File: config.mk
export PLATFORM = sky130hd
export DESIGN_NAME = fc_subsystem
export DESIGN_NICKNAME = d
export VERILOG_FILES = /design/src/common/fc_pkg.sv /design/src/common/l2_bus_if.sv /design/src/common/apb_if.sv /design/src/hw/fc_subsystem.sv /design/src/hw/irq_service.sv /design/src/hw/fc_eu/fc_irq_cntrl.sv /design/src/hw/fc_eu/fc_event_fifo.sv
export SDC_FILE = /design/constraint.sdc
export NUM_CORES = 1
export LEC_CHECK = 0
export BUFFER_PORTS_ARGS = -buffer_cell sky130_fd_sc_hd__buf_4
export CAP_MARGIN = 20
export CORE_UTILIZATION = 40
export DETAILED_ROUTE_END_ITERATION = 12
export GPL_TIMING_DRIVEN = 0
export HOLD_SLACK_MARGIN = 0.03
export SETUP_SLACK_MARGIN = 0.3
export SLEW_MARGIN = 20
export SYNTH_ARGS = -nofsm -noshare
export SYNTH_HDL_FRONTEND = slang
export SYNTH_SLANG_ARGS = --single-unit
File: constraint.sdc
create_clock -name clk_i -period 3.36 [get_ports clk_i]
set_input_delay 0.336 -clock clk_i [delete_from_list [all_inputs] [get_ports clk_i]]
set_output_delay 0.336 -clock clk_i [all_outputs]
set_load 0.05 [all_outputs]
File: src/common/fc_pkg.sv
//**************************************************************************
// Shared widths, register offsets and engine states of the FC subsystem
// All widths are fixed, there is no second configuration
// Register offsets are byte offsets decoded from the low address bits
//**************************************************************************

package fc_pkg;

  // Bus widths for APB and the L2 data port
  localparam int FC_ADDR_W     = 32;
  localparam int FC_DATA_W     = 32;
  localparam int FC_BE_W       = FC_DATA_W / 8;

  // Interrupt lines and IDs
  localparam int FC_N_IRQ      = 32;
  localparam int FC_IRQ_ID_W   = 5;
  localparam int FC_EVT_ID_W   = 8;

  // Peripheral event queue, drives interrupt line FC_FIFO_PIN
  localparam int FC_FIFO_DEPTH = 4;
  localparam int FC_FIFO_PTR_W = 2;
  localparam int FC_FIFO_CNT_W = 3;
  localparam int FC_FIFO_PIN   = 11;

  // Register decode width and log record counter width
  localparam int FC_REG_W      = 8;
  localparam int FC_LOG_CNT_W  = 16;

  // APB register map of the interrupt controller
  typedef enum logic [FC_REG_W-1:0] {
    MASK     = 8'h00,
    MASK_SET = 8'h04,
    MASK_CLR = 8'h08,
    PENDING  = 8'h0C,
    PEND_SET = 8'h10,
    PEND_CLR = 8'h14,
    CTRL     = 8'h18,
    LOG_BASE = 8'h1C
  } fc_reg_e;

  // Interrupt service engine states
  typedef enum logic [1:0] {
    IDLE,
    ACK,
    WR_REQ,
    WR_RSP
  } svc_state_e;

endpackage
File: src/common/l2_bus_if.sv
//**************************************************************************
// TCDM style L2 data port, req/gnt address phase and r_valid response
// wen is active low, no read data is carried
//**************************************************************************

`timescale 1ns/10ps

interface l2_bus_if;

  logic                         req;
  logic [fc_pkg::FC_ADDR_W-1:0] add;
  logic                         wen;
  logic [fc_pkg::FC_DATA_W-1:0] wdata;
  logic [fc_pkg::FC_BE_W-1:0]   be;
  logic                         gnt;
  logic                         r_valid;

  modport master (
    output req, add, wen, wdata, be,
    input  gnt, r_valid
  );

  modport slave (
    input  req, add, wen, wdata, be,
    output gnt, r_valid
  );

endinterface

File: src/common/apb_if.sv
//**************************************************************************
// APB configuration bus, zero wait state slaves only
//**************************************************************************

`timescale 1ns/10ps

interface apb_if;

  logic [fc_pkg::FC_ADDR_W-1:0] paddr;
  logic                         psel;
  logic                         penable;
  logic                         pwrite;
  logic [fc_pkg::FC_DATA_W-1:0] pwdata;
  logic [fc_pkg::FC_DATA_W-1:0] prdata;
  logic                         pready;
  logic                         pslverr;

  modport master (
    output paddr, psel, penable, pwrite, pwdata,
    input  prdata, pready, pslverr
  );

  modport slave (
    input  paddr, psel, penable, pwrite, pwdata,
    output prdata, pready, pslverr
  );

endinterface

File: src/hw/fc_subsystem.sv
//**************************************************************************
// Fabric controller subsystem, interrupt controller and service engine
// Engine runs only when fetch_en_i and the CTRL fetch bit are both high
//**************************************************************************

`timescale 1ns/10ps

module fc_subsystem (
  input  logic                           clk_i,
  input  logic                           rst_i,
  // APB configuration port
  input  logic [fc_pkg::FC_ADDR_W-1:0]   paddr_i,
  input  logic                           psel_i,
  input  logic                           penable_i,
  input  logic                           pwrite_i,
  input  logic [fc_pkg::FC_DATA_W-1:0]   pwdata_i,
  output logic [fc_pkg::FC_DATA_W-1:0]   prdata_o,
  output logic                           pready_o,
  output logic                           pslverr_o,
  // Interrupt sources
  input  logic [fc_pkg::FC_N_IRQ-1:0]    events_i,
  input  logic                           event_fifo_valid_i,
  input  logic [fc_pkg::FC_EVT_ID_W-1:0] event_fifo_data_i,
  output logic                           event_fifo_fulln_o,
  input  logic                           fetch_en_i,
  // L2 data port
  output logic                           l2_req_o,
  output logic [fc_pkg::FC_ADDR_W-1:0]   l2_add_o,
  output logic                           l2_wen_o,
  output logic [fc_pkg::FC_DATA_W-1:0]   l2_wdata_o,
  output logic [fc_pkg::FC_BE_W-1:0]     l2_be_o,
  input  logic                           l2_gnt_i,
  input  logic                           l2_r_valid_i
);

  import fc_pkg::*;

  logic                   irq_req;
  logic [FC_IRQ_ID_W-1:0] irq_id;
  logic [FC_EVT_ID_W-1:0] irq_evt;
  logic                   irq_ack;
  logic [FC_IRQ_ID_W-1:0] irq_ack_id;
  logic                   fetch_en_eu;
  logic                   fetch_en_int;
  logic [FC_ADDR_W-1:0]   log_base;

  apb_if    apb_eu ();
  l2_bus_if l2_data ();

  assign fetch_en_int = fetch_en_eu & fetch_en_i;

  //**************************************************************************
  // Plain ports onto bus interfaces
  //**************************************************************************
  assign apb_eu.paddr   = paddr_i;
  assign apb_eu.psel    = psel_i;
  assign apb_eu.penable = penable_i;
  assign apb_eu.pwrite  = pwrite_i;
  assign apb_eu.pwdata  = pwdata_i;
  assign prdata_o       = apb_eu.prdata;
  assign pready_o       = apb_eu.pready;
  assign pslverr_o      = apb_eu.pslverr;

  assign l2_req_o        = l2_data.req;
  assign l2_add_o        = l2_data.add;
  assign l2_wen_o        = l2_data.wen;
  assign l2_wdata_o      = l2_data.wdata;
  assign l2_be_o         = l2_data.be;
  assign l2_data.gnt     = l2_gnt_i;
  assign l2_data.r_valid = l2_r_valid_i;

  fc_irq_cntrl i_fc_eu (
    .clk_i       (clk_i),
    .rst_i       (rst_i),
    .apb         (apb_eu.slave),
    .events_i    (events_i),
    .evt_valid_i (event_fifo_valid_i),
    .evt_data_i  (event_fifo_data_i),
    .evt_fulln_o (event_fifo_fulln_o),
    .irq_req_o   (irq_req),
    .irq_id_o    (irq_id),
    .irq_evt_o   (irq_evt),
    .irq_ack_i   (irq_ack),
    .ack_id_i    (irq_ack_id),
    .fetch_en_o  (fetch_en_eu),
    .log_base_o  (log_base)
  );

  irq_service i_irq_service (
    .clk_i      (clk_i),
    .rst_i      (rst_i),
    .irq_req_i  (irq_req),
    .irq_id_i   (irq_id),
    .irq_evt_i  (irq_evt),
    .irq_ack_o  (irq_ack),
    .ack_id_o   (irq_ack_id),
    .fetch_en_i (fetch_en_int),
    .log_base_i (log_base),
    .l2         (l2_data.master)
  );

endmodule

File: src/hw/irq_service.sv
//**************************************************************************
// Interrupt service engine, one L2 log record per accepted interrupt
// At most one write is outstanding, r_valid ends each record
// Record counter wraps at 2^16, log base is sampled at acknowledge
//**************************************************************************

`timescale 1ns/10ps

module irq_service (
  input  logic                           clk_i,
  input  logic                           rst_i,
  input  logic                           irq_req_i,
  input  logic [fc_pkg::FC_IRQ_ID_W-1:0] irq_id_i,
  input  logic [fc_pkg::FC_EVT_ID_W-1:0] irq_evt_i,
  output logic                           irq_ack_o,
  output logic [fc_pkg::FC_IRQ_ID_W-1:0] ack_id_o,
  input  logic                           fetch_en_i,
  input  logic [fc_pkg::FC_ADDR_W-1:0]   log_base_i,
  l2_bus_if.master                       l2
);

  import fc_pkg::*;

  svc_state_e              state_q;
  svc_state_e              state_d;
  logic [FC_LOG_CNT_W-1:0] cnt_q;
  logic [FC_IRQ_ID_W-1:0]  id_q;
  logic [FC_EVT_ID_W-1:0]  evt_q;
  logic [FC_ADDR_W-1:0]    base_q;

  always_comb begin
    state_d = state_q;
    case (state_q)
      IDLE: begin
        if (irq_req_i && fetch_en_i) begin
          state_d = ACK;
        end
      end
      ACK: state_d = WR_REQ;
      WR_REQ: begin
        if (l2.gnt) begin
          state_d = WR_RSP;
        end
      end
      WR_RSP: begin
        if (l2.r_valid) begin
          state_d = IDLE;
        end
      end
      default: state_d = IDLE;
    endcase
  end

  always_ff @(posedge clk_i) begin
    if (rst_i) begin
      state_q <= IDLE;
      cnt_q   <= '0;
    end else begin
      state_q <= state_d;
      if (state_q == WR_REQ && l2.gnt) begin
        cnt_q <= cnt_q + 1'b1;
      end
    end
  end

  // Record fields are frozen here until the write is granted
  always_ff @(posedge clk_i) begin
    if (state_q == ACK) begin
      id_q   <= irq_id_i;
      evt_q  <= irq_evt_i;
      base_q <= log_base_i;
    end
  end

  assign irq_ack_o = (state_q == ACK);
  assign ack_id_o  = irq_id_i;

  //**************************************************************************
  // L2 write request
  //**************************************************************************
  assign l2.req   = (state_q == WR_REQ);
  assign l2.wen   = 1'b0;
  assign l2.be    = '1;
  assign l2.add   = base_q + {{(FC_ADDR_W-FC_LOG_CNT_W-2){1'b0}}, cnt_q, 2'b00};
  assign l2.wdata = {cnt_q, evt_q,
                     {(FC_DATA_W-FC_LOG_CNT_W-FC_EVT_ID_W-FC_IRQ_ID_W){1'b0}}, id_q};

  a_req_stable: assert property (@(posedge clk_i) disable iff (rst_i)
    (l2.req && !l2.gnt) |=> (l2.req && $stable(l2.add) && $stable(l2.wdata)
                             && $stable(l2.be) && $stable(l2.wen)));

endmodule

File: src/hw/fc_eu/fc_irq_cntrl.sv
//**************************************************************************
// APB interrupt controller with pending, mask and event queue
// Zero wait states
// Unknown offsets and writes to PENDING raise pslverr
// Line FC_FIFO_PIN is owned by the event queue and reads as not empty
// Request and ID are registered and drop for one cycle after an ack
//**************************************************************************

`timescale 1ns/10ps

module fc_irq_cntrl (
  input  logic                           clk_i,
  input  logic                           rst_i,
  apb_if.slave                           apb,
  input  logic [fc_pkg::FC_N_IRQ-1:0]    events_i,
  input  logic                           evt_valid_i,
  input  logic [fc_pkg::FC_EVT_ID_W-1:0] evt_data_i,
  output logic                           evt_fulln_o,
  output logic                           irq_req_o,
  output logic [fc_pkg::FC_IRQ_ID_W-1:0] irq_id_o,
  output logic [fc_pkg::FC_EVT_ID_W-1:0] irq_evt_o,
  input  logic                           irq_ack_i,
  input  logic [fc_pkg::FC_IRQ_ID_W-1:0] ack_id_i,
  output logic                           fetch_en_o,
  output logic [fc_pkg::FC_ADDR_W-1:0]   log_base_o
);

  import fc_pkg::*;

  logic [FC_N_IRQ-1:0]    mask_q;
  logic [FC_N_IRQ-1:0]    pend_q;
  logic [FC_N_IRQ-1:0]    pend_d;
  logic [FC_N_IRQ-1:0]    pend_eff;
  logic [FC_N_IRQ-1:0]    active;
  logic [FC_N_IRQ-1:0]    events_q;
  logic [FC_N_IRQ-1:0]    ev_rise;
  logic [FC_N_IRQ-1:0]    ack_clr;
  logic [FC_N_IRQ-1:0]    fifo_bit;
  logic                   fetch_q;
  logic [FC_ADDR_W-1:0]   log_base_q;
  logic                   irq_req_q;
  logic [FC_IRQ_ID_W-1:0] irq_id_q;
  logic [FC_EVT_ID_W-1:0] irq_evt_q;
  logic [FC_IRQ_ID_W-1:0] sel_id;
  logic                   sel_valid;
  fc_reg_e                reg_off;
  logic                   reg_err;
  logic                   apb_access;
  logic                   apb_wr;
  logic                   fifo_pop;
  logic                   fifo_not_empty;
  logic [FC_EVT_ID_W-1:0] fifo_head;

  //**************************************************************************
  // APB decode
  //**************************************************************************
  assign reg_off     = fc_reg_e'(apb.paddr[FC_REG_W-1:0]);
  assign apb_access  = apb.psel & apb.penable;
  assign apb_wr      = apb_access & apb.pwrite & ~reg_err;
  assign apb.pready  = 1'b1;
  assign apb.pslverr = apb_access & reg_err;

  always_comb begin
    apb.prdata = '0;
    reg_err    = 1'b0;
    case (reg_off)
      MASK, MASK_SET, MASK_CLR: apb.prdata = mask_q;
      PEND_SET, PEND_CLR:       apb.prdata = pend_eff;
      PENDING: begin
        apb.prdata = pend_eff;
        reg_err    = apb.pwrite;
      end
      CTRL:     apb.prdata = {{(FC_DATA_W-1){1'b0}}, fetch_q};
      LOG_BASE: apb.prdata = log_base_q;
      default:  reg_err = 1'b1;
    endcase
  end

  //**************************************************************************
  // Pending and priority
  //**************************************************************************
  assign fifo_bit = FC_N_IRQ'(1) << FC_FIFO_PIN;
  assign ev_rise  = events_i & ~events_q & ~fifo_bit;
  assign ack_clr  = irq_ack_i ? ((FC_N_IRQ'(1) << ack_id_i) & ~fifo_bit) : '0;
  assign fifo_pop = irq_ack_i & (ack_id_i == FC_IRQ_ID_W'(FC_FIFO_PIN));
  assign pend_eff = (pend_q & ~fifo_bit) | (fifo_not_empty ? fifo_bit : '0);
  assign active   = pend_eff & mask_q;

  always_comb begin
    pend_d = pend_q & ~ack_clr;
    if (apb_wr && reg_off == PEND_CLR) begin
      pend_d = pend_d & ~apb.pwdata;
    end
    if (apb_wr && reg_off == PEND_SET) begin
      pend_d = pend_d | apb.pwdata;
    end
    // Queue line never lives in pend_q
    pend_d = (pend_d | ev_rise) & ~fifo_bit;
  end

  // Lowest index wins
  always_comb begin
    sel_id    = '0;
    sel_valid = 1'b0;
    for (int i = FC_N_IRQ - 1; i >= 0; i--) begin
      if (active[i]) begin
        sel_valid = 1'b1;
        sel_id    = FC_IRQ_ID_W'(i);
      end
    end
  end

  always_ff @(posedge clk_i) begin
    if (rst_i) begin
      mask_q     <= '0;
      pend_q     <= '0;
      events_q   <= '0;
      fetch_q    <= 1'b0;
      log_base_q <= '0;
      irq_req_q  <= 1'b0;
    end else begin
      events_q  <= events_i;
      pend_q    <= pend_d;
      // Hold request low in the cycle after an acknowledge
      irq_req_q <= sel_valid & ~irq_ack_i;
      if (apb_wr) begin
        case (reg_off)
          MASK:     mask_q <= apb.pwdata;
          MASK_SET: mask_q <= mask_q | apb.pwdata;
          MASK_CLR: mask_q <= mask_q & ~apb.pwdata;
          CTRL:     fetch_q <= apb.pwdata[0];
          LOG_BASE: log_base_q <= {apb.pwdata[FC_ADDR_W-1:2], 2'b00};
          default:  ;
        endcase
      end
    end
  end

  always_ff @(posedge clk_i) begin
    irq_id_q  <= sel_id;
    irq_evt_q <= (sel_id == FC_IRQ_ID_W'(FC_FIFO_PIN)) ? fifo_head : '0;
  end

  assign irq_req_o  = irq_req_q;
  assign irq_id_o   = irq_id_q;
  assign irq_evt_o  = irq_evt_q;
  assign fetch_en_o = fetch_q;
  assign log_base_o = log_base_q;

  fc_event_fifo i_event_fifo (
    .clk_i       (clk_i),
    .rst_i       (rst_i),
    .push_i      (evt_valid_i),
    .push_data_i (evt_data_i),
    .pop_i       (fifo_pop),
    .head_o      (fifo_head),
    .not_empty_o (fifo_not_empty),
    .fulln_o     (evt_fulln_o)
  );

  // The engine must acknowledge the ID that is currently presented
  a_ack_id: assert property (@(posedge clk_i) disable iff (rst_i)
    irq_ack_i |-> (ack_id_i == irq_id_o));

  // Every setup phase is followed by a zero wait access phase
  a_apb_access: assert property (@(posedge clk_i) disable iff (rst_i)
    (apb.psel && !apb.penable) |=> (apb.psel && apb.penable && apb.pready));

endmodule

File: src/hw/fc_eu/fc_event_fifo.sv
//**************************************************************************
// Four entry queue of peripheral event IDs
// Pushes while full and pops while empty are dropped
// fulln_o is registered, a sender must sample it before pushing
//**************************************************************************

`timescale 1ns/10ps

module fc_event_fifo (
  input  logic                           clk_i,
  input  logic                           rst_i,
  input  logic                           push_i,
  input  logic [fc_pkg::FC_EVT_ID_W-1:0] push_data_i,
  input  logic                           pop_i,
  output logic [fc_pkg::FC_EVT_ID_W-1:0] head_o,
  output logic                           not_empty_o,
  output logic                           fulln_o
);

  import fc_pkg::*;

  logic [FC_EVT_ID_W-1:0]   mem_q [FC_FIFO_DEPTH];
  logic [FC_FIFO_PTR_W-1:0] wr_ptr_q;
  logic [FC_FIFO_PTR_W-1:0] rd_ptr_q;
  logic [FC_FIFO_CNT_W-1:0] count_q;
  logic [FC_FIFO_CNT_W-1:0] count_d;
  logic                     fulln_q;
  logic                     do_push;
  logic                     do_pop;

  assign not_empty_o = (count_q != '0);
  assign fulln_o     = fulln_q;
  assign head_o      = mem_q[rd_ptr_q];
  assign do_push     = push_i & fulln_q;
  assign do_pop      = pop_i & not_empty_o;

  always_comb begin
    count_d = count_q;
    if (do_push && !do_pop) begin
      count_d = count_q + 1'b1;
    end else if (do_pop && !do_push) begin
      count_d = count_q - 1'b1;
    end
  end

  always_ff @(posedge clk_i) begin
    if (rst_i) begin
      wr_ptr_q <= '0;
      rd_ptr_q <= '0;
      count_q  <= '0;
      fulln_q  <= 1'b1;
    end else begin
      // Pointers wrap naturally, depth is a power of two
      if (do_push) begin
        wr_ptr_q <= wr_ptr_q + 1'b1;
      end
      if (do_pop) begin
        rd_ptr_q <= rd_ptr_q + 1'b1;
      end
      count_q <= count_d;
      fulln_q <= (count_d != FC_FIFO_CNT_W'(FC_FIFO_DEPTH));
    end
  end

  always_ff @(posedge clk_i) begin
    if (do_push) begin
      mem_q[wr_ptr_q] <= push_data_i;
    end
  end

  a_no_pop_empty: assert property (@(posedge clk_i) disable iff (rst_i)
    pop_i |-> not_empty_o);

  a_no_push_full: assert property (@(posedge clk_i) disable iff (rst_i)
    push_i |-> fulln_o);

endmodule

* After elaboration in Yosys (flattened, before gate mapping)
Memories as Yosys holds them, arrays and structs flattened. A register that Yosys moved wholly into a read port is not among the register bits.
Index checks and enable logic that the tools add are counted.
** Storage, ports and cells
- Register bits :: 202
- Output and inout bits :: 105
- Word-level logic and storage cells :: 163
- Bits of input ports :: 113
- Bits in writable memories :: 32
- Memories kept :: 1
** Operators by class
- Equal/unequal tests :: 16
- Bitwise gates (word level) :: 23
- Add/sub/neg operators :: 6
- Muxes and demuxes :: 79
- Reductions and logical operators :: 20
- Shifts and indexed selects :: 1
** Memories
- i_fc_eu.i_event_fifo.mem_q :: words 4, width 8, read ports 1, clocked after memory_dff 1, write ports 1, RTL line fc_event_fifo.sv:22 : logic [FC_EVT_ID_W-1:0] mem_q [FC_FIFO_DEPTH];
** Operator list (number)
- $and 32x32->32 :: 5
- $mux 5 :: 32
- $or 32x32->32 :: 4
- $pmux 32 s4 :: 1
- $mux 32 :: 3
- $not 32->32 :: 3
- $pmux 32 s3 :: 1
- $mux 1 :: 34
- $add 32x18->32 :: 1
- $eq 8x5->1 const B :: 4
- $shl 1x5->32 const A :: 1
- $add 16x1->16 const B :: 1
- $eq 8x4->1 const B :: 2
- $mux 12 :: 1
- $eq 5x4->1 const B :: 2
- $and 1x1->1 :: 9
- $eq 8x3->1 const B :: 1
- $logic_not 8->1 :: 1
- $pmux 2 s4 :: 1
- $reduce_or 7->1 :: 1
- $logic_and 1x1->1 :: 6
- $mux 2 :: 3
- $mux 3 :: 2
- $reduce_and 2->1 :: 3
- other kinds (15) :: 23

* Logic depth before layout (Yosys ltp)
Gate-level depths: netlist of run 1.
- Depth after elaboration :: 38
- Mapped depth :: 9
- Gate-level depth less buffers :: 9

* Modules after synthesis
From an unflattened synthesis of run 1, not the netlist that was laid out.
** Second synthesis, totals
- Cell total of the unflattened synthesis :: 1155
- Area total of the unflattened synthesis :: 11571.1 um2
** By module, submodules not included
- fc_irq_cntrl :: sequential area each 2782.7 um2, times used 1, cells an instance 741, area an instance 6452.4 um2
- irq_service :: sequential area each 1711.6 um2, times used 1, cells an instance 310, area an instance 3393.3 um2
- fc_event_fifo :: sequential area each 1161.1 um2, times used 1, cells an instance 103, area an instance 1719.1 um2
- fc_subsystem :: sequential area each 0.0 um2, times used 1, cells an instance 1, area an instance 6.3 um2

* Least setup slack after synthesis of run 1
Ideal clock, no wire load.
- Kind :: flip-flop to output port
- Start point :: reg i_irq_service.cnt_q[0]
- End point :: out l2_add_o[26] (netlist bit)
- Data required time :: 3024 ps
- Arrival :: 3028 ps
- Path slack :: -4 ps
- Path buffers :: 0
- Stages on the path, launching flop included :: 10
- Cells stage by stage :: dfxtp_1 -> ha_1 -> inv_1 -> fa_1 -> nor2b_1 -> o31a_1 -> o41ai_2 -> a21o_1 -> nor3_1 -> xor2_1
** On the way
- Word-level cells in the longest chain between the ends :: 1
** Ends and longest elaborated chain
- from (decl) :: RTL line irq_service.sv:26 : logic [FC_LOG_CNT_W-1:0] cnt_q;
- from (signal assigned) :: RTL line irq_service.sv:61 : cnt_q <= cnt_q + 1'b1;
- $add 32x18->32 :: RTL line irq_service.sv:84 : assign l2.add = base_q + {{(FC_ADDR_W-FC_LOG_CNT_W-2){1'b0}}, cnt_q, 2'b00};
- to (decl) :: RTL line fc_subsystem.sv:28 : output logic [fc_pkg::FC_ADDR_W-1:0] l2_add_o,
Every way passes these cells.

* Worst setup path in the final report of run 1
- Start point :: reg i_irq_service.base_q[2]
- End point :: out l2_add_o[14] (netlist bit)
** On the way
- Word-level cells in the longest chain between the ends :: 1
** Ends and longest elaborated chain
- from (decl) :: RTL line irq_service.sv:29 : logic [FC_ADDR_W-1:0] base_q;
- from (signal assigned) :: RTL line irq_service.sv:71 : base_q <= log_base_i;
- $add 32x18->32 :: RTL line irq_service.sv:84
Every way passes these cells.

==> metrics.md, run 1 <==
| Metric | Value |
|---|---|
| Die area | 0.0284 sq mm |
| Final HPWL DP | 24900 microns |
| Met3 wire length | 3150 microns |
| FMAX | 0.318 GHz |
| Leak pwr | 5.75 nW |
| Vias in the first global route | 8960 |
| Largest family of logic cells by synthesized area | compound AO/OA/AOI/OAI gates |
| Fin. max-slew vios | 0 |
| Area share of the largest cell type after synthesis | 29.8% |
| Pwr Density | 540 mW/mm^2 |
| RSZ-0062 raised after global routing | yes |
| CP required | 3020 ps |
| Simple-gate share of the synthesized area | 15.7% |
| Synth cell types | 65 |
| Core area | 0.0271 sq mm |
| Maximum vdd ir drop | 0.323 mV |
| Sequential fraction of the synthesis area | 50.1% |
| Num CTS Buffers | 24 |
| Period utilization | 93.7% |
| Final setup fails | 0 |
| Mux share of post-synthesis cell area | 1.81% |
| Drc violations | 0 |
| Pre-CTS WS | 391 ps |
| Nets@finish | 1546 |
| Drt wl/cell | 19.0 microns |
| Area after DPL | 0.0130 sq mm |
| GP Congestion | 0.966 |
| Clk_skew | 19.5 ps |
| Fin Hold WS | 43.3 ps |
| Total iterations of the first detailed-routing run | 7 |
| Worst flop-to-flop path startpoint | i_irq_service.state_q[1] |
| Routed via count | 9839 |
| H-tree depth | 1 |
| Crit start category | register |
| Antenna violations before repair | 3 |
| Post-Layout Inst Area | 0.0144 sq mm |
| Root buffer cell | clkbuf_16 |
| Most frequent cells in the layout | buf_4 (190), dfxtp_1 (160), nor2_1 (116) |
| Status | finished clean |
| Met2 routed WL | 15000 microns |
| Global-route total usage across every layer | 23.2% |
| Synth top area cells | dfxtp_1 (30%), edfxtp_1 (20%), nor2_1 (4.1%) |
| Worst-path clk slew | 60 ps |
| Die height | 168 microns |
| Setup ws final | 213 ps |
| HP Start | events_i[16] |
| Avg Cell Area, Syn | 9.49 sq um |
| Routed wire length | 34100 microns |
| Final hold vios | 0 |
| Die span in x | 168 microns |
| Crit path time final | 3150 ps |
| Worst EP arrival | 2810 ps |
| Post-synthesis xor/xnor area fraction | 3.40% |
| First-pass GRT wire length | 51000 microns |
| Worst-Skew Late Latency | 520 ps |
| CP Capture Type | output port |
| Asr flop ratio synth | 0% |
| Layout cells sized above 1 | 23.3% |
| Synth Area in Compound Gates | 19.8% |
| HP Class | in2reg |
| Worst reg2reg path endpoint | i_fc_eu.i_event_fifo.fulln_o |
| Ports | 218 |
| Crit Path Category | reg2out |
| CTS tree | built |
| Post-synth EDFFs | 75 |
| Worst-margin pin slew | 959 ps |
| Cell taking the most area after synthesis | dfxtp_1 |
| Post-route ant nets | 0 |
| Initial core utilization | 40.9% |
| 1st-iter DRT viols | 1367 |
| Filler Cells Inserted | 2467 |
| Ys Warns | 0 |
| Layout area overhead | 29.8% |
| # port buffers | 180 |
| Crit-path max FO | 3 |
| R2r setup slk | 600 ps |
| Syn Std Cell Area | 0.0111 sq mm |
| Slew HR | 36.0% |
| Row cnt | 60 |
| Synth Area in Adders | 3.45% |
| Clock sink count | 240 |
| Maximum clock path buffer count | 3 |
| Pwr Total | 7.77 mW |
| Wl on met1 | 15100 microns |
| Via density | 5.48 |
| Critical path startpoint | i_irq_service.base_q[2] |
| Crit path to | l2_add_o[14] |
| Max-Cap Viols | 0 |
| Ys flop type | dfxtp_1 |
| FF-to-FF path depth | 8 |
| Post-layout util | 53.1% |
| Synth Instances | 1168 |
| DR top layer | met5 |
| Synthesized flop and latch total | 240 |
| Largest net degree at the start of global routing | 50 |
| GRT overflow | 0 |
| Leading cell type in the layout, fill and taps excluded | buf_4 |
[critical path, stage by stage, from the launching register on]
cell      delay, ps
edfxtp_1        410
ha_4            190
inv_2            50
fa_2            200
nor2b_2          50
o31a_1          280
o41ai_4         340
a21oi_2         130
a221o_1         290
a31oi_2         180
buf_6           180
[registers in the layout, indices dropped and copies added, names as in the netlist, 2 cells and up]
register and cells:
i_fc_eu.i_event_fifo.mem_q 32, i_fc_eu.mask_q 32, i_fc_eu.events_q 31, i_fc_eu.pend_q 31
i_fc_eu.log_base_o 30, i_irq_service.base_q 30, i_irq_service.cnt_q 16, i_fc_eu.irq_evt_o 8
i_irq_service.evt_q 8, i_fc_eu.irq_id_o 5, i_irq_service.id_q 5, i_fc_eu.i_event_fifo.count_q 3
i_fc_eu.i_event_fifo.rd_ptr_q 2, i_fc_eu.i_event_fifo.wr_ptr_q 2, i_irq_service.state_q 2
[worst min-delay path by stage]
stage / end / slack [ps] / depth (start not counted)
CTS: i_fc_eu.events_q[16] / 30 / 2
global route: i_fc_eu.i_event_fifo.mem_q[3][5] / 30 / 1
global placement: i_irq_service.evt_q[0] / 390 / 0
detailed placement: i_irq_service.evt_q[4] / 390 / 0
floorplan: i_irq_service.evt_q[0] / 390 / 0
finish: i_fc_eu.events_q[16] / 40 / 2
[cell type report]
class | instances | area, sq um | share of cell area, %
Inverter | 86 | 323 | 2.24
Timing Repair Buffer | 200 | 1580 | 11.0
Clock inverter | 12 | 140 | 0.974
Sequential cell | 240 | 5560 | 38.7
Clock buffer | 32 | 692 | 4.81
Tap cell | 372 | 465 | 3.23
Antenna cell | 1 | 2.50 | 0.0174
Multi-Input combinational cell | 787 | 5330 | 37.0
Buffer | 64 | 303 | 2.10
[synth_stat cells (4+ instances only)]
| cell | instances |
|---|---|
| dfxtp_1 | 165 |
| nor2_1 | 121 |
| nand2_1 | 111 |
| inv_1 | 86 |
| a21oi_1 | 83 |
| edfxtp_1 | 75 |
| o21ai_0 | 69 |
| nor2b_1 | 46 |
| a22oi_1 | 43 |
| clkbuf_1 | 38 |
| a221oi_1 | 33 |
| a222oi_1 | 33 |
| ha_1 | 29 |
| nand3_1 | 26 |
| xor2_1 | 23 |
| xnor2_1 | 20 |
| and3_1 | 15 |
| buf_2 | 14 |
| buf_4 | 11 |
| nor3_1 | 10 |
| o21ai_1 | 9 |
| mux4_2 | 8 |
| nand2b_1 | 8 |
| nand4_1 | 6 |
| o21a_1 | 6 |
| a21o_1 | 5 |
| and2_1 | 5 |
| a22o_1 | 4 |
| a31oi_1 | 4 |
| o31ai_1 | 4 |
| or2_2 | 4 |
[power by group]
group,switching [mW],internal [mW],total [mW],leakage [nW]
Clock,1.12,1.68,2.79,0.404
Sequential,0.167,3.22,3.39,2.05
Combinational,1.02,0.564,1.59,3.30
Total,2.30,5.46,7.77,5.75
[what timing repair did]
action / 4_1_cts / 5_1_grt
hold endpoints to repair: 28 / 0
pin swaps: 7 / 20
endpoints found under the setup margin: 19 / 43
buffers inserted: 7 / 5
hold buffers: 7 / 0
cloned: 0 / 1
resized for setup: 28 / 45
[stage by stage]
stage               std cells  TNS (ps)
finish                   1794         0
global route             1794         0
CTS                      1787         0
detailed placement       1729         0
global placement         1729     -86.4
floorplan                1177         0
[layer usage]
| layer | vias up | GRT usage [%] |
|---|---|---|
| li1 | 4651 | - |
| met1 | 4667 | 33.9 |
| met2 | 466 | 35.6 |
| met3 | 51 | 3.74 |
| met4 | 4 | 6.13 |
| met5 | - | 0 |
[cell families (layout without fill, tap and decap cells)]
kind of cell | count (synthesis) | in the layout
AOI/OAI and AO/OA | 323 | 323
DFF | 240 | 240
adders and majority gates | 30 | 30
buffers and inverters | 150 | 394
other | 2 | 12
xor gates and xnor gates | 43 | 43
and+or+nand+nor | 370 | 370
muxes | 10 | 10
Power figures use the tool's default switching activity.
==> inputs of run 2 (changes only) <==
Settings changed: PLACE_DENSITY_LB_ADDON set to 0.2.
==> metrics.md, run 2 (synthesis gave the netlist of run 1 again) <==
| Metric | Value |
|---|---|
| Post-route insts no fill | 1820 (+1.4%) |
| Crit-path max FO | 3 (unchanged) |
| Peak per-stage delay on the critical path | 410 ps (about the same) |
| Worst-Skew Late Latency | 530 ps (about the same) |
| Final hold vios | 0 (unchanged) |
| Final HPWL DP | 24900 microns (-0.10%) |
| Vias in the first global route | 9471 (+5.7%) |
| Row cnt | 60 (unchanged) |
| Drt wl/cell | 19.1 microns (+0.29%) |
| Filler Cells Inserted | 2421 (-1.9%) |
| Pwr Density | 541 mW/mm^2 (+0.33%) |
| Pre-CTS WS | 373 ps (-17.9 ps) |
| GP Congestion | 0.917 (-5.1%) |
| HP Class | in2reg |
| GRT overflow | 0 (unchanged) |
| 1st-iter DRT viols | 1267 (-7.3%) |
| Diode count | 0 (-1) |
| Seq pwr share | 42.7% (-0.9 points) |
| Placed cells | 1729 (unchanged) |
| Logic pwr share | 20.2% (-0.2 points) |
| Final setup fails | 0 (unchanged) |
| Sw Pwr | 2.36 mW (+2.5%) |
| Status | finished clean |
| Ports | 218 (unchanged) |
| Core area | 0.0271 sq mm (unchanged) |
| Nets@finish | 1571 (+1.6%) |
| Crit Path Category | reg2out |
| Root buffer cell | clkbuf_16 |
| Post-Layout Inst Area | 0.0146 sq mm (+1.6%) |
| Total negative slack | 0 ps (unchanged) |
| Die area | 0.0284 sq mm (unchanged) |
| Layout cells sized above 1 | 23.0% (-0.30 points) |
| Maximum vdd ir drop | 0.332 mV (+2.6%) |
| Leading cell type in the layout, fill and taps excluded | buf_4 |
| Initial core utilization | 40.9% (unchanged) |
| Most frequent cells in the layout | buf_4 (194), dfxtp_1 (160), nor2_1 (115) |
| Total iterations of the first detailed-routing run | 7 (unchanged) |
| Leak pwr | 5.87 nW (+2.1%) |
| Critical-path top delay cell | edfxtp_1 |
| Largest registers | i_fc_eu.i_event_fifo.mem_q (32), i_fc_eu.mask_q (32) |
| CTS tree | built |
| Post-layout util | 54.0% (+0.87 points) |
| Global-route total usage across every layer | 24.2% (+0.97 points) |
| CP Capture Type | output port |
| Clock sink count | 240 (unchanged) |
| Num CTS Buffers | 27 (+13%) |
| RSZ-0062 raised after global routing | yes |
| Largest net degree at the start of global routing | 50 (unchanged) |
| Via density | 5.50 (+0.30%) |
| First-pass GRT wire length | 53300 microns (+4.6%) |
| Crit start category | register |
| # port buffers | 180 (unchanged) |
| Switch share | 29.8% (+0.16 points) |
| Fin. max-slew vios | 0 (unchanged) |
| Post-route ant nets | 0 (unchanged) |
| Die span in x | 168 microns (unchanged) |
| CP Cell Sequence | ha_4 -> inv_2 -> fa_2 -> nor2b_2 -> o31a_1 -> o41ai_4 -> buf_4 -> a21oi_4 -> a221o_1 -> a31oi_4 -> buf_6 |
| Die height | 168 microns (unchanged) |
| CP required | 3020 ps (about the same) |
| Area after DPL | 0.0130 sq mm (unchanged) |
| Layout area overhead | 31.9% |
| Period utilization | 95.4% (+1.8 points) |
| Routed wire length | 34700 microns (+1.7%) |
| Worst-path clk slew | 60 ps (about the same) |
| FMAX | 0.312 GHz (-1.8%) |
| Drc violations | 0 (unchanged) |
| Antenna violations before repair | 1 (-2) |
| Slew HR | 37.0% (+1.0 points) |
| Setup ws final | 154 ps (-59.2 ps) |
| Crit path time final | 3210 ps (+59.2 ps) |
| Routed via count | 10012 (+1.8%) |
| Pwr Total | 7.92 mW (+2.0%) |
| Worst-margin pin slew | 944 ps (-15.2 ps) |
| H-tree depth | 1 (unchanged) |
| Clk_skew | 6.70 ps (-12.8 ps) |
| Fin Hold WS | 35.6 ps (-7.69 ps) |
| Maximum clock path buffer count | 3 (unchanged) |
| Clock share of power | 37.1% (+1.2 points) |
| Worst EP arrival | 2870 ps (+60 ps) |
| Internal power | 5.56 mW (+1.7%) |
| Max-Cap Viols | 0 (unchanged) |
-- run 2: per-layer routing --
layer | track usage (%) | routed length (microns) | vias up
li1 | - | - | 4717
met1 | 34.6 | 15600 | 4732
met2 | 37.3 | 15100 | 496
met3 | 3.81 | 3020 | 65
met4 | 7.83 | 950 | 2
met5 | 0 | 17 | -
-- run 2: area by class of cell --
type                       instances  area [sq um]  area share [%]
buffer                            64           307            2.10
clock buffer                      37           743            5.08
clock inverter                    12           131           0.898
inverter                          86           323            2.21
multi-input combinational        788          5320            36.3
sequential                       240          5560            38.0
tap                              372           465            3.18
timing repair buffer             221          1780            12.2
-- run 2: final timing paths --
path                            startpoint                           end  slack [ps]  depth (start not counted)
setup / recovery   i_irq_service.base_q[2]                  l2_add_o[14]         150                         11
hold / removal                events_i[28]          i_fc_eu.events_q[28]          40                          2
setup reg to reg  i_irq_service.state_q[1]  i_fc_eu.i_event_fifo.fulln_o         660                          8
hold reg to reg       i_fc_eu.irq_evt_o[1]        i_irq_service.evt_q[1]         410                          0
-- run 2: power by group through the flow --
| stage | combinational, mW | clock [mW] | sequential (mW) |
|---|---|---|---|
| floorplan | 0.864 | 0 | 3.54 |
| detailed placement | 1.48 | 0 | 3.43 |
| global route | 1.70 | 3.10 | 3.40 |
| global placement | 1.47 | 0 | 3.43 |
| CTS | 1.55 | 2.98 | 3.37 |
| finish | 1.60 | 2.94 | 3.38 |
-- run 2: worst max-delay path, delay by kind of cell, from the launching register on --
family | cells | cell delay [ps]
AND/OR/NAND/NOR | 1 | 50
adder cells (fa/ha/maj) | 2 | 410
AO/OA/AOI/OAI | 5 | 1030
buffers and inverters | 3 | 440
flip-flops | 1 | 410
-- run 2: timing repair --
action | in CTS | in global routing
setup endpoints to repair | 20 | 43
hold buffers | 25 | 0
pin swaps | 9 | 19
endpoints found under the hold margin | 49 | 0
cloned | 1 | 0
setup buffers | 10 | 6
gates resized for setup | 36 | 34
==> inputs of run 3 (changes only) <==
Settings changed: ABC_AREA set to 1, SKIP_LAST_GASP set to 1.
==> metrics.md, run 3 <==
| Metric | Value |
|---|---|
| Avg Cell Area, Syn | 8.43 sq um (-11%) |
| Core area | 0.0272 sq mm (+0.28%) |
| Diode count | 0 (unchanged) |
| Synth cell types | 45 (-31%) |
| WP buf/inv | 5 (+2) |
| Crit path time final | 3790 ps (+585 ps) |
| Internal power | 5.61 mW (+0.86%) |
| Die height | 169 microns (+0.43%) |
| Clock sink count | 240 (unchanged) |
| Largest registers | i_fc_eu.i_event_fifo.mem_q (32), i_fc_eu.mask_q (32) |
| Crit Path Category | reg2out |
| Synthesized flop and latch total | 240 (unchanged) |
| Clk_skew | 22.2 ps (+15.5 ps) |
| CP required | 3020 ps (about the same) |
| Synth Instances | 1327 (+14%) |
| Filler Cells Inserted | 2556 (+5.6%) |
| Die span in x | 169 microns (+0.43%) |
| Most frequent cells in the layout | buf_4 (205), nand2_1 (197), inv_1 (169) |
| Post-route ant nets | 0 (unchanged) |
| Vias in the first global route | 9635 (+1.7%) |
| Fin Hold WS | 95.5 ps (+59.9 ps) |
| Synth top area cells | dfxtp_1 (30%), edfxtp_1 (20%), nand2_1 (6.7%) |
| Syn Std Cell Area | 0.0112 sq mm (+0.88%) |
| Fin. max-slew vios | 0 (unchanged) |
| Multi-input gate area | 0.00496 sq mm (-6.7%) |
| Pwr Total | 8.08 mW (+2.0%) |
| Logic pwr share | 21.3% (+1.1 points) |
| Final HPWL DP | 25600 microns (+3.0%) |
| Max-Cap Viols | 0 (unchanged) |
| Period utilization | 113% (+17 points) |
| # port buffers | 180 (unchanged) |
| Total iterations of the first detailed-routing run | 5 (-2) |
| Maximum clock path buffer count | 3 (unchanged) |
| Worst-path clk slew | 60 ps (about the same) |
| Nets@finish | 1753 (+12%) |
| FMAX | 0.264 GHz (-15%) |
| Crit-path max FO | 2 (-1) |
| Pre-CTS WS | -177 ps (-550 ps) |
| GP Congestion | 0.933 (+1.8%) |
| CTS tree | built |
| Ys flop type | dfxtp_1 |
| Maximum vdd ir drop | 0.333 mV (+0.37%) |
| Drc violations | 0 (unchanged) |
| Sw Pwr | 2.48 mW (+4.8%) |
| Num CTS Buffers | 26 (-3.7%) |
| RSZ-0062 raised after global routing | yes |
| Antenna violations before repair | 0 (-1) |
| Commonest cells post-synth | nand2_1 (199), inv_1 (170), dfxtp_1 (165) |
| Die area | 0.0286 sq mm (+0.87%) |
| Routed via count | 10188 (+1.8%) |
| First-pass GRT wire length | 52200 microns (-2.0%) |
| Layout cells sized above 1 | 22.6% (-0.41 points) |
| Routed wire length | 34500 microns (-0.49%) |
| Seq pwr share | 42.4% (-0.3 points) |
| CP Cell Sequence | ha_4 -> inv_2 -> fa_2 -> o21ai_2 -> a21oi_2 -> inv_2 -> a21oi_2 -> o21ai_2 -> nand4_1 -> o211ai_2 -> a21o_1 -> a21oi_2 -> o21ai_2 -> nand3_2 -> inv_2 -> nand2_4 -> inv_2 -> nand4_1 -> xnor2_4 -> buf_6 |
| Row cnt | 60 (unchanged) |
| Status | complete, but fails checks |
| Failing checks | setup timing |
| 1st-iter DRT viols | 896 (-29%) |
| Initial core utilization | 41.2% (+0.25 points) |
| CP top delay family | compound AO/OA/AOI/OAI gates |
| Global-route total usage across every layer | 23.8% (-0.42 points) |
| Largest net degree at the start of global routing | 47 (-6.0%) |
| Most common cell in the synthesized netlist | nand2_1 |
| H-tree depth | 1 (unchanged) |
| Setup ws final | -431 ps (-585 ps) |
| Critical-path top delay cell | edfxtp_1 |
| Worst-Skew Late Latency | 530 ps (about the same) |
| CP most frequent cell | inv_2 |
| Cell taking the most area after synthesis | dfxtp_1 |
| Post-layout util | 54.7% (+0.68 points) |
| Slew HR | 21.7% (-15 points) |
| Register area | 0.00557 sq mm (about the same) |
| Via density | 5.09 (-7.4%) |
| R2r setup slk | 570 ps (-90 ps) |
| Layout area overhead | 32.8% |
| Root buffer cell | clkbuf_16 |
| Drt wl/cell | 17.2 microns (-9.5%) |
| CP Capture Type | output port |
| Leak pwr | 6.30 nW (+7.4%) |
| Area share of the largest cell type after synthesis | 29.5% (-0.26 points) |
| Final setup fails | 14 (+14) |
| Crit start category | register |
| HP Class | in2reg |
| Worst EP arrival | 3460 ps (+590 ps) |
| Worst-margin pin slew | 1160 ps (+220 ps) |
| Leading cell type in the layout, fill and taps excluded | buf_4 |
| Final hold vios | 0 (unchanged) |
| Peak per-stage delay on the critical path | 370 ps (-40 ps) |
| Sequential fraction of the synthesis area | 49.7% (-0.44 points) |
| Switch share | 30.6% (+0.81 points) |
| Pwr Density | 544 mW/mm^2 (+0.49%) |
| Ports | 218 (unchanged) |
| Ys Warns | 0 (unchanged) |
| Post-synth EDFFs | 75 (unchanged) |
| Asr flop ratio synth | 0% (unchanged) |
| Clock share of power | 36.3% (-0.8 points) |
| GRT overflow | 0 (unchanged) |
-- run 3: cell count changes in the layout (fill, tap and decap cells not counted), moves of 21 or more --
cell,before,now
nand2_1,110,197
nor2b_1,45,0
o221ai_1,0,33
inv_1,85,169
a21oi_1,79,116
o21ai_0,68,95
a222oi_1,33,0
a221oi_1,33,0
a31oi_1,2,23
-- run 3: metal layers --
layer / track usage, % / wire, microns / part of all wire, %
met1: 31.0 / 14700 / 42
met3: 3.45 / 2680 / 7.8
met4: 9.24 / 1360 / 3.9
met5: 0 / 0 / 0
met2: 39.7 / 15800 / 46
-- run 3: kinds of logic after synthesis --
kind of cell | synth area share, %
and+or+nand+nor | 16.9
AOI/OAI and AO/OA | 18.8
buffers and inverters | 8.74
DFF | 49.7
xor gates and xnor gates | 2.35
adders and majority gates | 3.42
other | 0.0671
-- run 3: worst min-delay path: stages --
cell     delay (ps)
buf_4           100
a22oi_1          80
nor2_1           80
-- run 3: power groups by stage --
stage / Clock [mW] / Combinational (mW) / Sequential (mW)
after floorplan: 0 / 0.960 / 3.59
after CTS: 2.98 / 1.72 / 3.42
after global placement: 0 / 1.59 / 3.49
final: 2.93 / 1.72 / 3.42
after detailed placement: 0 / 1.63 / 3.48
after global routing: 3.09 / 1.84 / 3.45
-- run 3: cell type report --
cell class | count | area share (%)
repair buffers | 246 | 13.4
flip-flops and latches | 240 | 37.5
inverters | 182 | 4.60
well taps | 372 | 3.13
multi-input cells | 850 | 33.4
clock buffers | 36 | 5.19
clock inverters | 11 | 0.775
plain buffers | 64 | 1.99
-- run 3: worst paths after layout --
kind                                                from                           end  depth (start not counted)
worst max-delay path             i_irq_service.base_q[2]                  l2_add_o[30]                         20
worst max register to register  i_irq_service.state_q[1]  i_fc_eu.i_event_fifo.fulln_o                         11
worst min register to register      i_fc_eu.irq_evt_o[2]        i_irq_service.evt_q[2]                          0
worst min-delay path                         pwdata_i[0]             i_fc_eu.mask_q[0]                          3
-- run 3: per-stage QoR --
step	cells	cell area (sq um)	TNS, ps
finish	2001	14900	-3940
global route	2001	14900	-7000
CTS	1995	14800	-4150
detailed placement	1888	13200	-326
global placement	1888	13200	-7320
floorplan	1336	11400	-17.0
-- run 3: what timing repair did --
action	in CTS	in global routing
endpoints found under the hold margin	63	0
pin swaps	24	20
setup buffers	21	6
endpoints found under the setup margin	19	19
hold buffers	39	0
resized for setup	26	8
